$ cat src/design/probe_params.svh
// stream probe parameters
`ifndef PROBE_PARAMS_SVH
`define PROBE_PARAMS_SVH

// stream and counter widths
`define DATA_BYTES 8
`define PKT_CNT_W  50
`define BYTE_CNT_W 56
`define REG_ADDR_W 4

// register map, 32-bit words
`define REG_CONTROL      4'd0
`define REG_GOOD_PKT_LO  4'd1
`define REG_GOOD_PKT_HI  4'd2
`define REG_GOOD_BYTE_LO 4'd3
`define REG_GOOD_BYTE_HI 4'd4
`define REG_ERR_PKT_LO   4'd5
`define REG_ERR_PKT_HI   4'd6
`define REG_ERR_BYTE_LO  4'd7
`define REG_ERR_BYTE_HI  4'd8
`define REG_MONITOR      4'd9
`define REG_ACTIVITY     4'd10
`endif

$ cat src/design/probe_pkg.sv
// stream probe types
`include "probe_params.svh"

package probe_pkg;

   // one observed beat of the stream, sampled every cycle
   typedef struct packed {
      logic                   aresetn;
      logic                   tvalid;
      logic                   tready;
      logic [`DATA_BYTES-1:0] tkeep;
      logic                   tlast;
      logic                   tuser;  // packet error flag on the tlast beat
   } axi4s_beat_t;

   // live or latched statistics of one probe mode
   typedef struct packed {
      logic [`PKT_CNT_W-1:0]  pkts;
      logic [`BYTE_CNT_W-1:0] bytes;
   } probe_counts_t;

   // handshake levels, shared by monitor and activity
   typedef struct packed {
      logic aresetn;
      logic tvalid;
      logic tready;
      logic tlast;
   } line_status_t;

   // what a counter instance keeps
   typedef enum logic [1:0] {
      GOOD   = 2'd0,
      OVFL   = 2'd1,  // refused beats, no counter built for it
      ERRORS = 2'd2
   } probe_mode_t;

endpackage

$ cat src/design/stream_counter.sv
// packet and byte counter
`timescale 1ns/1ps
`include "probe_params.svh"

module stream_counter #(
   parameter probe_pkg::probe_mode_t MODE = probe_pkg::GOOD
) (
   input  logic                     axi4s_if,
   input  logic                     reset,
   input  probe_pkg::axi4s_beat_t   beat,
   input  logic                     clear,
   output probe_pkg::probe_counts_t counts
);
   import probe_pkg::*;

   localparam int ONES_W = $clog2(`DATA_BYTES) + 1;
   localparam int ACC_W  = 16;  // bytes of one packet
   localparam int BYTE_W = `BYTE_CNT_W;

   // number of valid bytes in one beat
   function automatic logic [ONES_W-1:0] count_ones(input logic [`DATA_BYTES-1:0] keep);
      logic [ONES_W-1:0] n;
      n = '0;
      for (int i = 0; i < `DATA_BYTES; i++) begin
         n = n + ONES_W'(keep[i]);
      end
      return n;
   endfunction

   // stage 0 holds a registered copy of the stream
   axi4s_beat_t beat_q;

   // stage 1
   logic              fire_s1;  // beat accepted
   logic              last_s1;  // accepted tlast beat
   logic              err_s1;   // tuser on that tlast beat
   logic [ONES_W-1:0] ones_s1;

   // stage 2
   logic [ACC_W-1:0]  acc;           // running bytes of the open packet
   logic              pkt_end_s2;    // packet to be added
   logic [ACC_W-1:0]  pkt_bytes_s2;
   logic              keep_pkt;

   always_ff @(posedge axi4s_if) begin
      beat_q <= beat;
   end

   always_ff @(posedge axi4s_if) begin
      if (reset) begin
         fire_s1 <= 1'b0;
         last_s1 <= 1'b0;
      end else begin
         fire_s1 <= beat_q.tvalid && beat_q.tready;
         last_s1 <= beat_q.tvalid && beat_q.tready && beat_q.tlast;
      end
   end

   always_ff @(posedge axi4s_if) begin
      err_s1  <= beat_q.tuser;
      ones_s1 <= count_ones(beat_q.tkeep);
   end

   // good mode drops errored packets and errors mode drops the rest
   always_comb begin
      if (MODE == ERRORS) begin
         keep_pkt = err_s1;
      end else begin
         keep_pkt = !err_s1;
      end
   end

   always_ff @(posedge axi4s_if) begin
      if (reset) begin
         acc        <= '0;
         pkt_end_s2 <= 1'b0;
      end else begin
         pkt_end_s2 <= last_s1 && keep_pkt;
         if (last_s1) begin
            acc <= '0;  // next packet starts empty
         end else if (fire_s1) begin
            acc <= acc + ACC_W'(ones_s1);
         end
      end
   end

   // total of the closing packet with its tlast beat
   always_ff @(posedge axi4s_if) begin
      if (last_s1) begin
         pkt_bytes_s2 <= acc + ACC_W'(ones_s1);
      end
   end

   // stage 3 holds the live counts
   always_ff @(posedge axi4s_if) begin
      if (reset || clear) begin
         counts <= '0;  // a packet ending now is dropped
      end else if (pkt_end_s2) begin
         counts.pkts  <= counts.pkts + 1'b1;
         counts.bytes <= counts.bytes + BYTE_W'(pkt_bytes_s2);
      end
   end

   // counts only move backwards through clear or reset
   pkts_monotonic : assert property (
      @(posedge axi4s_if) disable iff (reset)
      (!$past(clear) && !$past(reset)) |-> (counts.pkts >= $past(counts.pkts))
   ) else $error("packet count decreased without a clear");

endmodule

$ cat src/design/probe_regmap.sv
// probe register map
`timescale 1ns/1ps
`include "probe_params.svh"

module probe_regmap (
   input  logic                     axi4s_if,
   input  logic                     reset,
   input  probe_pkg::axi4s_beat_t   beat,
   input  probe_pkg::probe_counts_t good_counts,
   input  probe_pkg::probe_counts_t err_counts,
   input  logic                     reg_wr,
   input  logic                     reg_rd,
   input  logic [`REG_ADDR_W-1:0]   reg_addr,
   input  logic [31:0]              reg_wdata,
   output logic [31:0]              reg_rdata,
   output logic                     reg_rvalid,
   output logic                     clear
);
   import probe_pkg::*;

   localparam int STAT_PAD = 32 - $bits(line_status_t);

   logic          ctrl_wr;   // any write to control
   logic          act_rd;    // read of activity
   logic          latch_q;   // counts frozen between control writes
   logic          snap_en;
   probe_counts_t good_snap;
   probe_counts_t err_snap;
   line_status_t  status_q;  // monitor one cycle behind the stream
   line_status_t  activity;
   logic [31:0]   rdata_nxt;

   assign ctrl_wr = reg_wr && (reg_addr == `REG_CONTROL);
   assign act_rd  = reg_rd && (reg_addr == `REG_ACTIVITY);

   // control bit 0 pulses clear and bit 1 sets latch mode
   always_ff @(posedge axi4s_if) begin
      if (reset) begin
         latch_q <= 1'b0;
         clear   <= 1'b0;
      end else begin
         clear <= ctrl_wr && reg_wdata[0];
         if (ctrl_wr) begin
            latch_q <= reg_wdata[1];
         end
      end
   end

   // snapshots follow live counts unless latched and refresh on any control write
   assign snap_en = !latch_q || ctrl_wr;

   always_ff @(posedge axi4s_if) begin
      if (snap_en) begin
         good_snap <= good_counts;
         err_snap  <= err_counts;
      end
   end

   always_ff @(posedge axi4s_if) begin
      status_q.aresetn <= beat.aresetn;
      status_q.tvalid  <= beat.tvalid;
      status_q.tready  <= beat.tready;
      status_q.tlast   <= beat.tlast;
   end

   // sticky bits where the aresetn bit records a stream reset
   always_ff @(posedge axi4s_if) begin
      if (reset || act_rd) begin
         activity <= '0;
      end else begin
         activity.aresetn <= activity.aresetn || !status_q.aresetn;
         activity.tvalid  <= activity.tvalid || status_q.tvalid;
         activity.tready  <= activity.tready || status_q.tready;
         activity.tlast   <= activity.tlast || status_q.tlast;
      end
   end

   always_comb begin
      case (reg_addr)
         `REG_CONTROL:      rdata_nxt = {30'd0, latch_q, 1'b0};  // clear reads back 0
         `REG_GOOD_PKT_LO:  rdata_nxt = good_snap.pkts[31:0];
         `REG_GOOD_PKT_HI:  rdata_nxt = 32'(good_snap.pkts[`PKT_CNT_W-1:32]);
         `REG_GOOD_BYTE_LO: rdata_nxt = good_snap.bytes[31:0];
         `REG_GOOD_BYTE_HI: rdata_nxt = 32'(good_snap.bytes[`BYTE_CNT_W-1:32]);
         `REG_ERR_PKT_LO:   rdata_nxt = err_snap.pkts[31:0];
         `REG_ERR_PKT_HI:   rdata_nxt = 32'(err_snap.pkts[`PKT_CNT_W-1:32]);
         `REG_ERR_BYTE_LO:  rdata_nxt = err_snap.bytes[31:0];
         `REG_ERR_BYTE_HI:  rdata_nxt = 32'(err_snap.bytes[`BYTE_CNT_W-1:32]);
         `REG_MONITOR:      rdata_nxt = {{STAT_PAD{1'b0}}, status_q};
         `REG_ACTIVITY:     rdata_nxt = {{STAT_PAD{1'b0}}, activity};
         default:           rdata_nxt = '0;
      endcase
   end

   // read data one cycle after the strobe
   always_ff @(posedge axi4s_if) begin
      if (reg_rd) begin
         reg_rdata <= rdata_nxt;
      end
   end

   always_ff @(posedge axi4s_if) begin
      if (reset) begin
         reg_rvalid <= 1'b0;
      end else begin
         reg_rvalid <= reg_rd;
      end
   end

   // every read strobe gets known data on the next cycle
   rvalid_after_rd : assert property (
      @(posedge axi4s_if) disable iff (reset)
      reg_rd |=> (reg_rvalid && !$isunknown(reg_rdata))
   ) else $error("read strobe without a valid response");

endmodule

$ cat src/design/stream_probe_top.sv
// stream probe top level
`timescale 1ns/1ps
`include "probe_params.svh"

module stream_probe_top (
   input  logic                   axi4s_if,
   input  logic                   reset,
   input  probe_pkg::axi4s_beat_t beat,
   input  logic                   reg_wr,
   input  logic                   reg_rd,
   input  logic [`REG_ADDR_W-1:0] reg_addr,
   input  logic [31:0]            reg_wdata,
   output logic [31:0]            reg_rdata,
   output logic                   reg_rvalid
);
   import probe_pkg::*;

   probe_counts_t good_counts;
   probe_counts_t err_counts;
   logic          clear;  // from control write, to both counters

   // packets without tuser on tlast
   stream_counter #(
      .MODE (GOOD)
   ) u_good_counter (
      .axi4s_if (axi4s_if),
      .reset    (reset),
      .beat     (beat),
      .clear    (clear),
      .counts   (good_counts)
   );

   // packets flagged by tuser on tlast
   stream_counter #(
      .MODE (ERRORS)
   ) u_err_counter (
      .axi4s_if (axi4s_if),
      .reset    (reset),
      .beat     (beat),
      .clear    (clear),
      .counts   (err_counts)
   );

   probe_regmap u_probe_regmap (
      .axi4s_if    (axi4s_if),
      .reset       (reset),
      .beat        (beat),
      .good_counts (good_counts),
      .err_counts  (err_counts),
      .reg_wr      (reg_wr),
      .reg_rd      (reg_rd),
      .reg_addr    (reg_addr),
      .reg_wdata   (reg_wdata),
      .reg_rdata   (reg_rdata),
      .reg_rvalid  (reg_rvalid),
      .clear       (clear)
   );

endmodule

$ cat config.mk
export PLATFORM = sky130hd
export DESIGN_NAME = stream_probe_top
export DESIGN_NICKNAME = d
export VERILOG_FILES = /design/src/design/probe_pkg.sv /design/src/design/stream_counter.sv /design/src/design/probe_regmap.sv /design/src/design/stream_probe_top.sv
export VERILOG_INCLUDE_DIRS = /design/src /design/src/design
export SDC_FILE = /design/constraint.sdc
export NUM_CORES = 1
export LEC_CHECK = 0
export BUFFER_PORTS_ARGS = -buffer_cell sky130_fd_sc_hd__buf_2
export CAP_MARGIN = 40
export CELL_PAD_IN_SITES_DETAIL_PLACEMENT = 1
export CELL_PAD_IN_SITES_GLOBAL_PLACEMENT = 2
export CORE_MARGIN = 5
export CORE_UTILIZATION = 39
export DETAILED_ROUTE_END_ITERATION = 10
export PLACE_DENSITY = 0.78
export SYNTH_ARGS = -nofsm -noshare
export SYNTH_HDL_FRONTEND = slang
export SYNTH_SLANG_ARGS = --single-unit
export TNS_END_PERCENT = 10
$ cat constraint.sdc
create_clock -name axi4s_if -period 11.07 [get_ports axi4s_if]
set_input_delay 1.107 -clock axi4s_if [delete_from_list [all_inputs] [get_ports axi4s_if]]
set_output_delay 1.107 -clock axi4s_if [all_outputs]
set_load 0.1 [all_outputs]
==> results.md, run 1 <==
Run status:
- The flow ran to the end, and the final reports show no timing, DRC or antenna violations.

STA:
- Setup violations remaining at the end of the flow were counted as 0.
- The count of pins over their slew limit is 0.
- The share of the clock period used by the worst path is between 30% and 40%.
- Setup repair after global routing left no endpoint under its margin.
- The clock arrives with 0.0192 ns of skew.
- The clock period minus worst slack is 3.69 ns.
- The relative slew slack is 30.7%.
- At the pin with the least slew margin, the transition time is about 1.0 ns.
- The setup TNS is 0 ns.
- Once routing completed, OpenROAD measured the worst setup slack at about 7.4 ns.
- For this run, the top clock speed supported by timing is 0.271 GHz.
- The number of failing hold endpoints at the final stage was 0.
- The tightest hold path in the finished design has a slack of 0.335 ns.

Synth:
- The most used flip-flop cell after synthesis is edfxtp_1.
- The synthesized area per cell is 11.2 um2.
- The instance count of the mapped netlist is 2064.
- Synthesis instantiated 74 different standard cells from the library.
- When the netlist entered floorplanning its net count stood at about 2200.
- The number of synthesized flops with an enable pin is approximately 280.
- The fraction of registers with async set or reset after synthesis is 0%.
- After synthesis, flip-flops and latches occupy 59.6% of the total area.
- For this run, the number of Yosys warnings is 0.
- The mapped cell area is 23100 um2.
- The synthesis-stage register bit count is 549.

Die:
- The die width is between 200 and 300 um.
- The initial standard-cell utilization of the core is between 30% and 40%.
- The die outline height is 253 um.
- The area of the core region is 58800 um2.
- The area enclosed by the die boundary is 64100 um2.
- The total number of placement rows is 89.
- 86 I/O pins were placed.

Worst setup path:
- Data on the critical path arrives at its endpoint at 4.16 ns.
- The startpoint type of the worst setup path is a flip-flop.
- In this run the worst path has a maximum fanout of 24.
- The required time of the critical path is 11.55 ns.
- STA classifies the critical path endpoint as a flip-flop.
- The setup path with the least slack is of type reg2reg.

Clocking:
- The TritonCTS clock tree is done.
- The number of buffers inserted by hold repair at cts is 0.
- The clock edge transition at the registers on the reported setup and hold paths is 0.06 ns.
- CTS placed an instance of clkbuf_16 at the clock tree root.
- The total CTS buffers is 58.
- The clock net in this run drives a total of 549 sinks.
- No sink is reached through more buffers than the 3 on the longest clock path.
- The number of resized instances in the post-cts repair step is 0.
- The clock reaches the later pin of the worst-skew pair after 0.61 ns.
- CTS built an H-tree with a depth of 2.
- Buffers added to address setup during post-CTS repair amount to 0.

Worst hold path:
- The path class of the tightest hold or removal check is reg2reg.

Pwr:
- Power spread over the standard cell area amounts to 161 nW/um2.
- The total power of the final layout is between 4 and 5 mW.
- The static leakage is 9.75 nW.
- IR analysis of the VDD net gives a maximum drop of around 0.00012 V.

Detailed routing:
- For this run, design rule violations remaining after detail routing come to 0.
- The iteration-0 DRC count of the detailed router is 1060.
- Wires add up to 63400 um.
- Using the TritonRoute via totals, the vias-per-cell ratio works out to 5.50.
- The number of detailed-routing iterations run before antenna repair is 7.
- The residual antenna-violating net count after detailed routing is 0.
- The per-cell routed wire length is between 20 and 25 um.
- The routed layout has 16200 vias.

Global routing:
- The number of antenna violations at the first check in global routing was 4.
- The via count of the first global-routing pass is 16700.
- Entering global routing, the biggest net connects about 190 pins.
- The overall fraction of global-route tracks in use is 19.4%.
- The first-pass GRT wire length is 97200 um.
- After global routing the overflow that remains totals 0.

Placed design:
- The setup slack at placement is 7.34 ns.
- The post-detailed-placement cell area is 24300 um2.
- The number of cells in the design after placement is about 2800.
- The HPWL after detailed placement is 44600 um.
- Port buffering added 55 buffers.
- The final RePlAce weighted congestion is 0.826.

Final layout:
- Of the cells placed in the final design, the portion with a size suffix greater than 1 is 9.29%.
- The post-layout utilization of the core is 44.4%.
- The area overhead of the layout relative to synthesis is 13.2%.
- The final layout contains 2232 nets.
- The final standard cell count with taps included and fillers excluded is 2949.
- The count of filler cells inserted in the layout is 6348.
- The final instance area is 26100 um2.

Run:
- Across the run, the number of max-cap violations was 0.
logic make-up (layout without fill, tap and decap cells):
kind of cell,after synthesis,count (layout),share of synthesized area (%)
flops,549,549,59.6
compound gates,321,321,9.69
fa+ha+maj,53,53,3.13
other cells,0,1,0
buf+inv,138,249,2.29
mux,30,30,1.36
simple gates,771,771,16.2
xor+xnor,202,202,7.67
state kept, by name (all words and copies together), names as in the netlist, 4 cells and up:
name                         flops
u_err_counter.acc               16
u_err_counter.beat_q             9
u_err_counter.counts           106
u_err_counter.ones_s1            4
u_err_counter.pkt_bytes_s2      16
u_good_counter.acc              16
u_good_counter.counts          106
u_good_counter.pkt_bytes_s2     16
u_probe_regmap.activity          4
u_probe_regmap.err_snap        106
u_probe_regmap.good_snap       106
u_probe_regmap.reg_rdata        32
u_probe_regmap.status_q          4
metal layers:
layer / global-route usage, % / vias to the layer above / share of wire [%]
met3: 2.88 / 113 / 4.6
met2: 33.7 / 333 / 49
li1: - / 7655 / -
met1: 24.5 / 8107 / 42
met5: 0 / - / 0.054
met4: 7.60 / 6 / 4.0
cell usage after synthesis, types with 15 or more instances:
| cell | n | area share [%] |
|---|---|---|
| a211oi_1 | 16 | 0.52 |
| a21o_1 | 20 | 0.65 |
| a21oi_1 | 79 | 1.7 |
| a222oi_1 | 34 | 1.5 |
| a22oi_1 | 28 | 0.91 |
| and3_1 | 30 | 0.81 |
| clkbuf_1 | 68 | 1.1 |
| dfxtp_1 | 273 | 24 |
| edfxtp_1 | 276 | 36 |
| ha_1 | 45 | 2.4 |
| inv_1 | 59 | 0.96 |
| mux2i_1 | 28 | 1.2 |
| nand2_1 | 165 | 2.7 |
| nand3_1 | 97 | 2.1 |
| nand4_1 | 61 | 1.7 |
| nor2_1 | 246 | 4.0 |
| nor2b_1 | 15 | 0.41 |
| nor3_1 | 41 | 0.89 |
| o21ai_0 | 59 | 1.3 |
| or3_1 | 36 | 0.98 |
| xnor2_1 | 87 | 3.3 |
| xor2_1 | 115 | 4.4 |
cell usage in the layout (no fill, tap or decap), types with 9 or more instances in the layout:
master and instances:
nor3_1 36, a22oi_1 28, edfxtp_1 276, a221oi_1 10, nor3b_1 9, ha_1 45
nand3_1 97, o21ai_0 59, buf_4 17, clkinv_2 16, xnor2_1 87, inv_1 59
buf_2 58, a21o_1 20, nor4_1 14, and3_1 30, xor2_1 115, or3_1 36
a211oi_1 16, a21oi_1 79, nor2_1 244, nand4_1 61, clkbuf_16 59, mux2i_1 28
and4_1 11, nor2b_1 15, clkbuf_1 19, nand2_1 164, dfxtp_1 273, a222oi_1 34
worst max-delay path, cell delays in order, from the launching register on:
cell     delay (ns)
dfxtp_1        0.30
buf_4          0.33
nand4_1        0.26
nor2_1         0.48
and3_1         0.60
nand4_1        0.59
nor4_1         0.72
xnor2_1        0.19
nor2_1         0.06
cell type report:
cell class                      count  area, um2  area share (%)
Sequential cell                   549      13800            52.6
Multi-Input combinational cell   1377       8830            33.8
Antenna cell                        1       2.50         0.00958
Clock buffer                       83       1620            6.19
Inverter                           59        221           0.848
Clock inverter                     26        196           0.752
Tap cell                          773        967            3.70
Timing Repair Buffer               81        533            2.04
power breakdown:
group          leakage [nW]  internal, mW  switching (mW)
sequential             5.43          2.15          0.0176
clock                 0.893          1.06           0.805
combinational          3.43        0.0463           0.125
total                  9.75          3.26           0.947
path summary, 6_finish.rpt:
kind	start	to	slack, ns	cells after the start
setup / recovery	u_good_counter.pkt_end_s2$_SDFF_PP0_	u_good_counter.counts[105]$_SDFFE_PP0P_	7.38	8
hold / removal	u_err_counter.beat_q[0]$_DFF_P_	u_err_counter.err_s1$_DFF_P_	0.33	0
setup reg to reg	u_good_counter.pkt_end_s2$_SDFF_PP0_	u_good_counter.counts[105]$_SDFFE_PP0P_	7.38	8
hold reg to reg	u_err_counter.beat_q[0]$_DFF_P_	u_err_counter.err_s1$_DFF_P_	0.33	0
Power figures use the tool's default switching activity.
==> run 2: changes to the inputs <==
- ABC_AREA: default -> 1
- CORE_UTILIZATION: 39 -> 38
- PLACE_DENSITY: 0.78 -> 0.84
- clock period: 11.07 -> 3.8 ns (I/O delays scaled with it)
==> run 2 against run 1 <==
Core utilization down 1.2 points. Worst hold slack worse by 0.29 ns. Clock power rose to 3.2 times the previous value. Flip-flop and latch count unchanged. Final cell count up 49%. Power rose to 3.1 times the previous value. Design area up 15%. Critical path depth up 1. Critical path type unchanged. Critical endpoint is now u_err_counter.ones_s1[1]$_DFF_P_. Highest routed layer unchanged.
==> results.md, run 2 <==
Placed design:
- The final RePlAce weighted congestion is 0.927 (+12%).
- The post-detailed-placement cell area is 28000 um2 (+15%).
- The setup slack at placement is 1.14 ns (-6.20 ns).
- The number of cells in the design after placement is 4253 (+50%).
- The count of input and output buffers is 55 (unchanged).
- The HPWL after detailed placement is 68500 um (+53%).

Clocking:
- The number of buffers between clock root and the deepest sink is 3 (unchanged).
- The number of buffers inserted to repair setup after CTS is 0 (unchanged).
- The depth of the CTS H-tree came to 2 (unchanged).
- The clock edge transition at the registers on the reported setup and hold paths was 0.06 ns (about the same).
- The CTS sink count was 549 (unchanged).
- CTS placed an instance of clkbuf_16 at the clock tree root.
- The total CTS buffers is 61 (+5.2%).
- TritonCTS built the clock tree.
- The clock latency on the worst-skew pair is 0.65 ns (+0.04 ns).

Worst setup path:
- The data arrival at the endpoint of the critical path is 3.24 ns (-0.92 ns).
- The startpoint of the worst register-to-register path is u_err_counter.beat_q[2]$_DFF_P_.
- The endpoint kind of the worst setup timing path is a flip-flop.
- The required time of the critical path is 4.36 ns (-7.19 ns).
- The startpoint type of the worst setup path is a flip-flop.
- The end of the worst register-to-register path is u_err_counter.ones_s1[1]$_DFF_P_.
- The classification of the worst setup path is reg2reg.
- The register-to-register path setup slack came to 1.12 ns (-6.26 ns).
- The maximum fanout encountered on the critical timing path was 2 (-92%).
- The number of cells traversed by the worst register-to-register path was 9 (+1).

Synth:
- The synthesized area per cell was 8.04 um2 (-28%).
- The instance count of the mapped netlist was 3312 (+60%).
- The area share of the leading cell type in the synthesized netlist is 31.1% (-4.8 points).
- The number of nets produced by synthesis is 3418 (+58%).
- The number of distinct standard cells referenced by the synthesized netlist is 46 (-38%).
- After synthesis, the cell types taking the most area are edfxtp_1, dfxtp_1, nand2_1, nor2_1, inv_1.
- By count the netlist is led by nand2_1, nor2_1, inv_1, edfxtp_1, dfxtp_1.
- The fraction of registers with async set or reset after synthesis is 0% (unchanged).
- The most used standard cell by instance count after synthesis is nand2_1.
- The sequential-to-total area share from yosys stat is 51.6% (-8.0 points).
- The largest total area in the synthesized netlist belongs to edfxtp_1.
- The mapped cell area was 26600 um2 (+15%).
- For this run, the leading register cell type out of synthesis is edfxtp_1.
- The number of synthesized flops with an enable pin came to 276 (unchanged).
- The number of warnings issued by yosys is 0 (unchanged).
- The synthesis-stage register bit count is 549 (unchanged).

Run status:
- The run finished with clean final reports.

Final layout:
- The area overhead of the layout relative to synthesis is 13.2% (about the same).
- The number of diodes is 0 (-1).
- The final standard cell count with taps included and fillers excluded is 4382 (+49%).
- The final instance area is 30200 um2 (+15%).
- The count of filler cells inserted in the layout is 8428 (+33%).
- The register area is 13800 um2 (about the same).
- The most common cell after layout, fill and taps aside is nand2_1.
- The layout cell share with drive strength beyond 1 is 7.03% (-2.3 points).
- The top cell types in the final layout, fill and taps aside, are nand2_1, nor2_1, inv_1.
- The area of the multi-input gates is 10800 um2 (+22%).
- The total number of nets in the final design is 3495 (+57%).

STA:
- The count of pins over their slew limit was 0 (unchanged).
- The actual slew at the worst max-slew pin was 0.883 ns (-0.157 ns).
- The relative slew slack was 41.0% (+10 points).
- The count of final setup violators is 0 (unchanged).
- The clock period minus worst slack is 2.68 ns (-1.01 ns).
- The peak clock frequency supported by timing is 0.374 GHz (+38%).
- The share of the clock period used by the worst path is 70.4% (+37 points).
- The worst clock skew is 0.0335 ns (+0.0143 ns).
- The number of failing hold endpoints at the final stage is 0 (unchanged).
- Setup repair after global routing left no endpoint under its margin.
- The setup TNS came to 0 ns (unchanged).
- The worst path setup slack after routing is 1.12 ns (-6.26 ns).

Detailed routing:
- The residual antenna-violating net count after detailed routing was 0 (unchanged).
- The via density per instance is 5.29 (-3.8%).
- The routed wire length is 90700 um (+43%).
- The number of remaining DRC errors came to 0 (unchanged).
- The highest metal layer with signal wires is met5.
- The total routed wire length on the met1 layer is 38600 um (+44%).
- The detailed route wirelength on metal3 is 4920 um (+69%).
- The via total after detailed routing is 23200 (+43%).
- The number of detailed-routing iterations run before antenna repair is 5 (-2).
- The per-cell routed wire length is 20.7 um (-3.7%).
- The iteration-0 DRC count of the detailed router came to 1749 (+65%).
- The detailed-routed wire length on met2 is 44000 um (+41%).

Global routing:
- The via count of the first global-routing pass is 23500 (+41%).
- The first-pass GRT wire length is 138000 um (+42%).
- The global route total overflow was 0 (unchanged).
- The number of antenna violations at the first check in global routing is 1 (-3).
- The pin count of the biggest net entering global routing came to 70 (-62%).
- The overall fraction of global-route tracks in use is 23.6% (+4.2 points).

Worst hold path:
- The instance count along the most critical hold path came to 3 (+3).
- In this run the most critical hold path is launched from reg_wr.
- For hold timing, the worst endpoint is u_probe_regmap.latch_q$_SDFFE_PP0P_.
- The worst hold-check path type is in2reg.

Die:
- The die outline height is 275 um (+8.5%).
- The die width is 275 um (+8.5%).
- The area of the core region came to 69800 um2 (+19%).
- The area enclosed by the die boundary came to 75500 um2 (+18%).
- The number of top-level pins was 86 (unchanged).
- The total number of placement rows is 97 (+9.0%).
- The initial standard-cell utilization of the core came to 38.2% (-1.1 points).

Pwr:
- The worst-case vdd ir drop is 0.000334 V (+180%).
- The power density normalized to cell area is 430 nW/um2 (+170%).
- The static leakage is 12.8 nW (+31%).

Run:
- The number of violations of the max-capacitance limit is 0 (unchanged).
[run 2: metal layers]
layer	global-route usage, %	vias up
met2	41.1	598
met1	30.5	11400
met5	0	-
met3	3.29	158
met4	7.59	2
li1	-	11000
[run 2: how the worst max path moves through the flow]
stage / start / slack, ns / cells after the start / to
floorplan: reg_addr[1] / 1.08 / 3 / u_probe_regmap.err_snap[0]$_DFFE_PP_
global placement: u_err_counter.beat_q[2]$_DFF_P_ / 1.16 / 9 / u_err_counter.ones_s1[1]$_DFF_P_
detailed placement: reg_addr[3] / 1.14 / 5 / u_probe_regmap.err_snap[1]$_DFFE_PP_
CTS: u_err_counter.beat_q[2]$_DFF_P_ / 1.12 / 9 / u_err_counter.ones_s1[1]$_DFF_P_
global route: u_err_counter.beat_q[2]$_DFF_P_ / 1.02 / 9 / u_err_counter.ones_s1[1]$_DFF_P_
finish: u_err_counter.beat_q[2]$_DFF_P_ / 1.12 / 9 / u_err_counter.ones_s1[1]$_DFF_P_
[run 2: critical path, cell delays in order, from the launching register on]
cell	delay (ns)
dfxtp_1	0.30
ha_1	0.29
inv_1	0.08
fa_1	0.43
fa_1	0.52
inv_1	0.06
fa_1	0.40
inv_1	0.09
fa_1	0.40
inv_1	0.06
[run 2: cell families (layout without fill, tap and decap cells)]
group	Yosys count	count (layout)	share of synthesized area, %
AND/OR/NAND/NOR	1789	1789	28.8
buffers and inverters	555	685	7.94
flip-flops	549	549	51.6
AO/OA/AOI/OAI	293	293	6.47
XOR/XNOR	73	73	2.40
adder cells (fa/ha/maj)	53	53	2.71
[run 2: through the flow]
stage	hold slack (ns)	utilization [%]	total power, mW
final	0.0416	43.2	13.0
after floorplan	0.310	-	6.89
after global placement	0.315	40.1	7.07
after CTS	0.0155	43.2	13.1
after detailed placement	0.318	40.1	7.10
after global routing	0.0432	43.2	13.4
[run 2: report_power, final]
| part | internal [mW] | switching (mW) | total [mW] |
|---|---|---|---|
| Combinational | 0.167 | 0.454 | 0.621 |
| Clock | 3.39 | 2.59 | 5.98 |
| Sequential | 6.30 | 0.0762 | 6.37 |
[run 2: cell type report]
class / instances / area share, %
clock buffer: 75 / 5.37
clock inverter: 41 / 1.32
inverter: 479 / 5.96
multi-input combinational: 2208 / 35.8
sequential: 549 / 45.6
tap: 940 / 3.90
timing repair buffer: 90 / 2.04
[run 2: what timing repair did]
item / 4_1_cts / 5_1_grt
endpoints found under the setup margin: 0 / 0
gates resized for setup: 0 / 0
hold buffers: 13 / 0
endpoints found under the hold margin: 13 / 0
==> run 3: changes to the inputs <==
- CORE_UTILIZATION: 38 -> 34
- PLACE_DENSITY: 0.84 -> 0.79
- clock period: 3.8 -> 2.3 ns (I/O delays scaled with it)
==> run 3 against run 2 <==
The flow now finishes with violations (negative setup slack). Largest power group unchanged. Sequential share of layout area fell by 1.6 points. Setup slack got worse by 1.4 ns. Flip-flop and latch count did not move. Highest routed layer unchanged.
==> results.md, run 3 (synthesized netlist as in run 2, its figures left out) <==
Run status:
- The flow ran to the end, but the final reports show violations.
- The checks that failed: negative setup slack.

STA:
- The clock period minus worst slack was 2.58 ns (-0.101 ns).
- The share of the clock period used by the worst path is 112% (+42 points).
- The tightest hold margin is 0.0871 ns (+0.0455 ns).
- The count of final setup violators was 3 (+3).
- The peak clock frequency supported by timing is 0.388 GHz (+3.9%).
- Setup repair after global routing could not meet its margin everywhere.
- The relative slew slack came to 44.6% (+3.5 points).
- The worst clock skew is 0.0308 ns (-0.00275 ns).
- The count of pins over their slew limit is 0 (unchanged).
- The number of failing hold endpoints at the final stage is 0 (unchanged).
- The worst path setup slack after routing is -0.276 ns (-1.40 ns).
- The actual slew at the worst max-slew pin is 0.828 ns (-0.0553 ns).

Global routing:
- The pin count of the biggest net entering global routing is 84 (+20%).
- The via count of the first global-routing pass came to 23100 (-1.9%).
- The first-pass GRT wire length was 139000 um (+0.67%).
- The global route total overflow was 0 (unchanged).
- The overall fraction of global-route tracks in use is 21.2% (-2.4 points).
- The number of antenna violations at the first check in global routing is 1 (unchanged).

Worst hold path:
- The hold path startpoint is reg_wr.
- The worst hold-check path type is in2reg.
- The worst hold endpoint is u_probe_regmap.clear$_SDFF_PP0_.
- The instance count along the most critical hold path is 4 (+1).

Final layout:
- The count of filler cells inserted in the layout is 9428 (+12%).
- The final instance area is 31300 um2 (+3.8%).
- The post-layout utilization of the core is 40.3% (-2.9 points).
- The area overhead of the layout relative to synthesis is 17.5%.
- The library cell used most frequently in the layout, excluding fill and tap cells, is nand2_1.
- The total number of nets in the final design is 3591 (+2.7%).
- The area of the multi-input gates was 10900 um2 (+1.0%).
- The layout cell share with drive strength beyond 1 is 9.95% (+2.9 points).
- In the layout the commonest cells are nand2_1, nor2_1, inv_1.
- The register area is 13800 um2 (about the same).

Worst setup path:
- The data arrival at the endpoint of the critical path is 3.13 ns (-0.11 ns).
- The register-to-register path setup slack is -0.28 ns (-1.40 ns).
- The endpoint kind of the worst setup timing path is a flip-flop.
- The worst setup path is launched from a flip-flop.
- The worst register-to-register path begins at u_err_counter.beat_q[2]$_DFF_P_.
- The end of the worst register-to-register path is u_err_counter.ones_s1[1]$_DFF_P_.
- The required time of the critical path came to 2.85 ns (-1.51 ns).
- The maximum fanout encountered on the critical timing path is 2 (unchanged).
- The number of cells traversed by the worst register-to-register path came to 9 (unchanged).
- The classification of the worst setup path is reg2reg.

Placed design:
- The count of input and output buffers is 55 (unchanged).
- The HPWL after detailed placement came to 70200 um (+2.5%).
- The final RePlAce weighted congestion is 0.918 (-0.96%).
- The post-detailed-placement cell area is 28900 um2 (+3.1%).

Clocking:
- The cell at the root of the clock tree is clkbuf_16.
- The number of buffers between clock root and the deepest sink is 3 (unchanged).
- The number of buffers inserted to repair setup after CTS came to 0 (unchanged).
- The total CTS buffers was 66 (+8.2%).
- The clock edge transition at the registers on the reported setup and hold paths came to 0.06 ns (about the same).
- The depth of the CTS H-tree is 3 (+1).
- TritonCTS built the clock tree.
- The clock latency on the worst-skew pair is 0.62 ns (-0.03 ns).
- The CTS sink count was 549 (unchanged).

Pwr:
- The worst-case vdd ir drop is 0.000505 V (+51%).
- The static leakage is 13.4 nW (+4.5%).
- The power density normalized to cell area is 701 nW/um2 (+63%).

Die:
- The die outline height is 290 um (+5.5%).
- The total number of placement rows is 102 (+5.2%).
- The area enclosed by the die boundary is 84100 um2 (+11%).
- The area of the core region is 77600 um2 (+11%).
- The number of top-level pins was 86 (unchanged).
- The die width is 290 um (+5.5%).
- The initial standard-cell utilization of the core was 34.3% (-3.8 points).

Detailed routing:
- The iteration-0 DRC count of the detailed router is 1461 (-16%).
- The residual antenna-violating net count after detailed routing is 0 (unchanged).
- The per-cell routed wire length was 19.9 um (-3.9%).
- The via total after detailed routing is 22800 (-1.5%).
- The via density per instance is 4.99 (-5.7%).
- The number of remaining DRC errors is 0 (unchanged).
- The routed wire length is 91000 um (+0.40%).
- The number of detailed-routing iterations run before antenna repair came to 5 (unchanged).

Run:
- The number of violations of the max-capacitance limit was 0 (unchanged).
## run 3: cell types whose count changed in the layout (fill, tap and decap cells not counted), sizes merged
cell / previous run / this run
bufinv: 5 / 3
inv: 480 / 483
dlygate4sd3: 13 / 16
buf: 77 / 165
diode: 0 / 1
clkinv: 24 / 21
clkbuf: 75 / 89
clkinvlp: 11 / 3
## run 3: worst max-delay path: stages (launching register included)
cell and delay (ns):
dfxtp_2 0.33, ha_4 0.26, inv_2 0.03, fa_1 0.46, fa_1 0.53, inv_2 0.05
fa_2 0.37, inv_2 0.07, fa_1 0.39, inv_1 0.06
## run 3: report_power, final
group	internal, mW	total, mW	switching [mW]
sequential	10.4	10.5	0.120
combinational	0.314	1.07	0.754
clock	6.00	10.3	4.33
## run 3: through the flow
stage                     TNS, ns  cells  setup WS, ns  total power, mW
after floorplan            -0.241   3312        -0.188             11.4
after global placement     -0.448   4440        -0.278             11.7
after detailed placement   -0.557   4441        -0.314             11.8
after CTS                  -0.628   4577        -0.314             22.2
after global routing       -0.790   4577        -0.346             22.7
final                      -0.593   4578        -0.276             21.9
## run 3: layout make-up
type / count / area share, %
Inverter: 479 / 5.75
Antenna cell: 1 / 0.00800
Timing Repair Buffer: 181 / 4.45
Tap cell: 1040 / 4.16
Clock buffer: 89 / 5.85
Sequential cell: 549 / 44.0
Multi-Input combinational cell: 2208 / 34.9
Clock inverter: 31 / 0.948
## run 3: metal layers
metal	share of wire, %	up-vias	routed length (um)	track usage, %
li1	-	11200	-	-
met1	45	11000	40700	28.0
met2	46	509	42200	34.9
met3	5.4	139	4920	4.47
met4	3.5	2	3170	6.84
met5	0.014	-	13	0
## run 3: how the worst max path moves through the flow
| stage | startpoint | endpoint | slack, ns | cells after the start |
|---|---|---|---|---|
| 6_report | u_err_counter.beat_q[2]$_DFF_P_ | u_err_counter.ones_s1[1]$_DFF_P_ | -0.28 | 9 |
| 2_1_floorplan | u_err_counter.beat_q[2]$_DFF_P_ | u_err_counter.ones_s1[1]$_DFF_P_ | -0.19 | 9 |
| 3_5_place_dp | u_err_counter.beat_q[2]$_DFF_P_ | u_err_counter.ones_s1[1]$_DFF_P_ | -0.31 | 9 |
| 4_1_cts | u_err_counter.beat_q[2]$_DFF_P_ | u_err_counter.ones_s1[1]$_DFF_P_ | -0.31 | 9 |
| 3_3_place_gp | u_err_counter.beat_q[2]$_DFF_P_ | u_err_counter.ones_s1[1]$_DFF_P_ | -0.28 | 9 |
| 5_1_grt | u_err_counter.beat_q[2]$_DFF_P_ | u_err_counter.ones_s1[1]$_DFF_P_ | -0.35 | 9 |
## run 3: what timing repair did
action / 4_1_cts / 5_1_grt
setup endpoints to repair: 3 / 51
gates resized for setup: 2 / 30
hold buffers: 16 / 0
pin swaps: 2 / 5
gates cloned: 0 / 0
hold endpoints to repair: 19 / 0
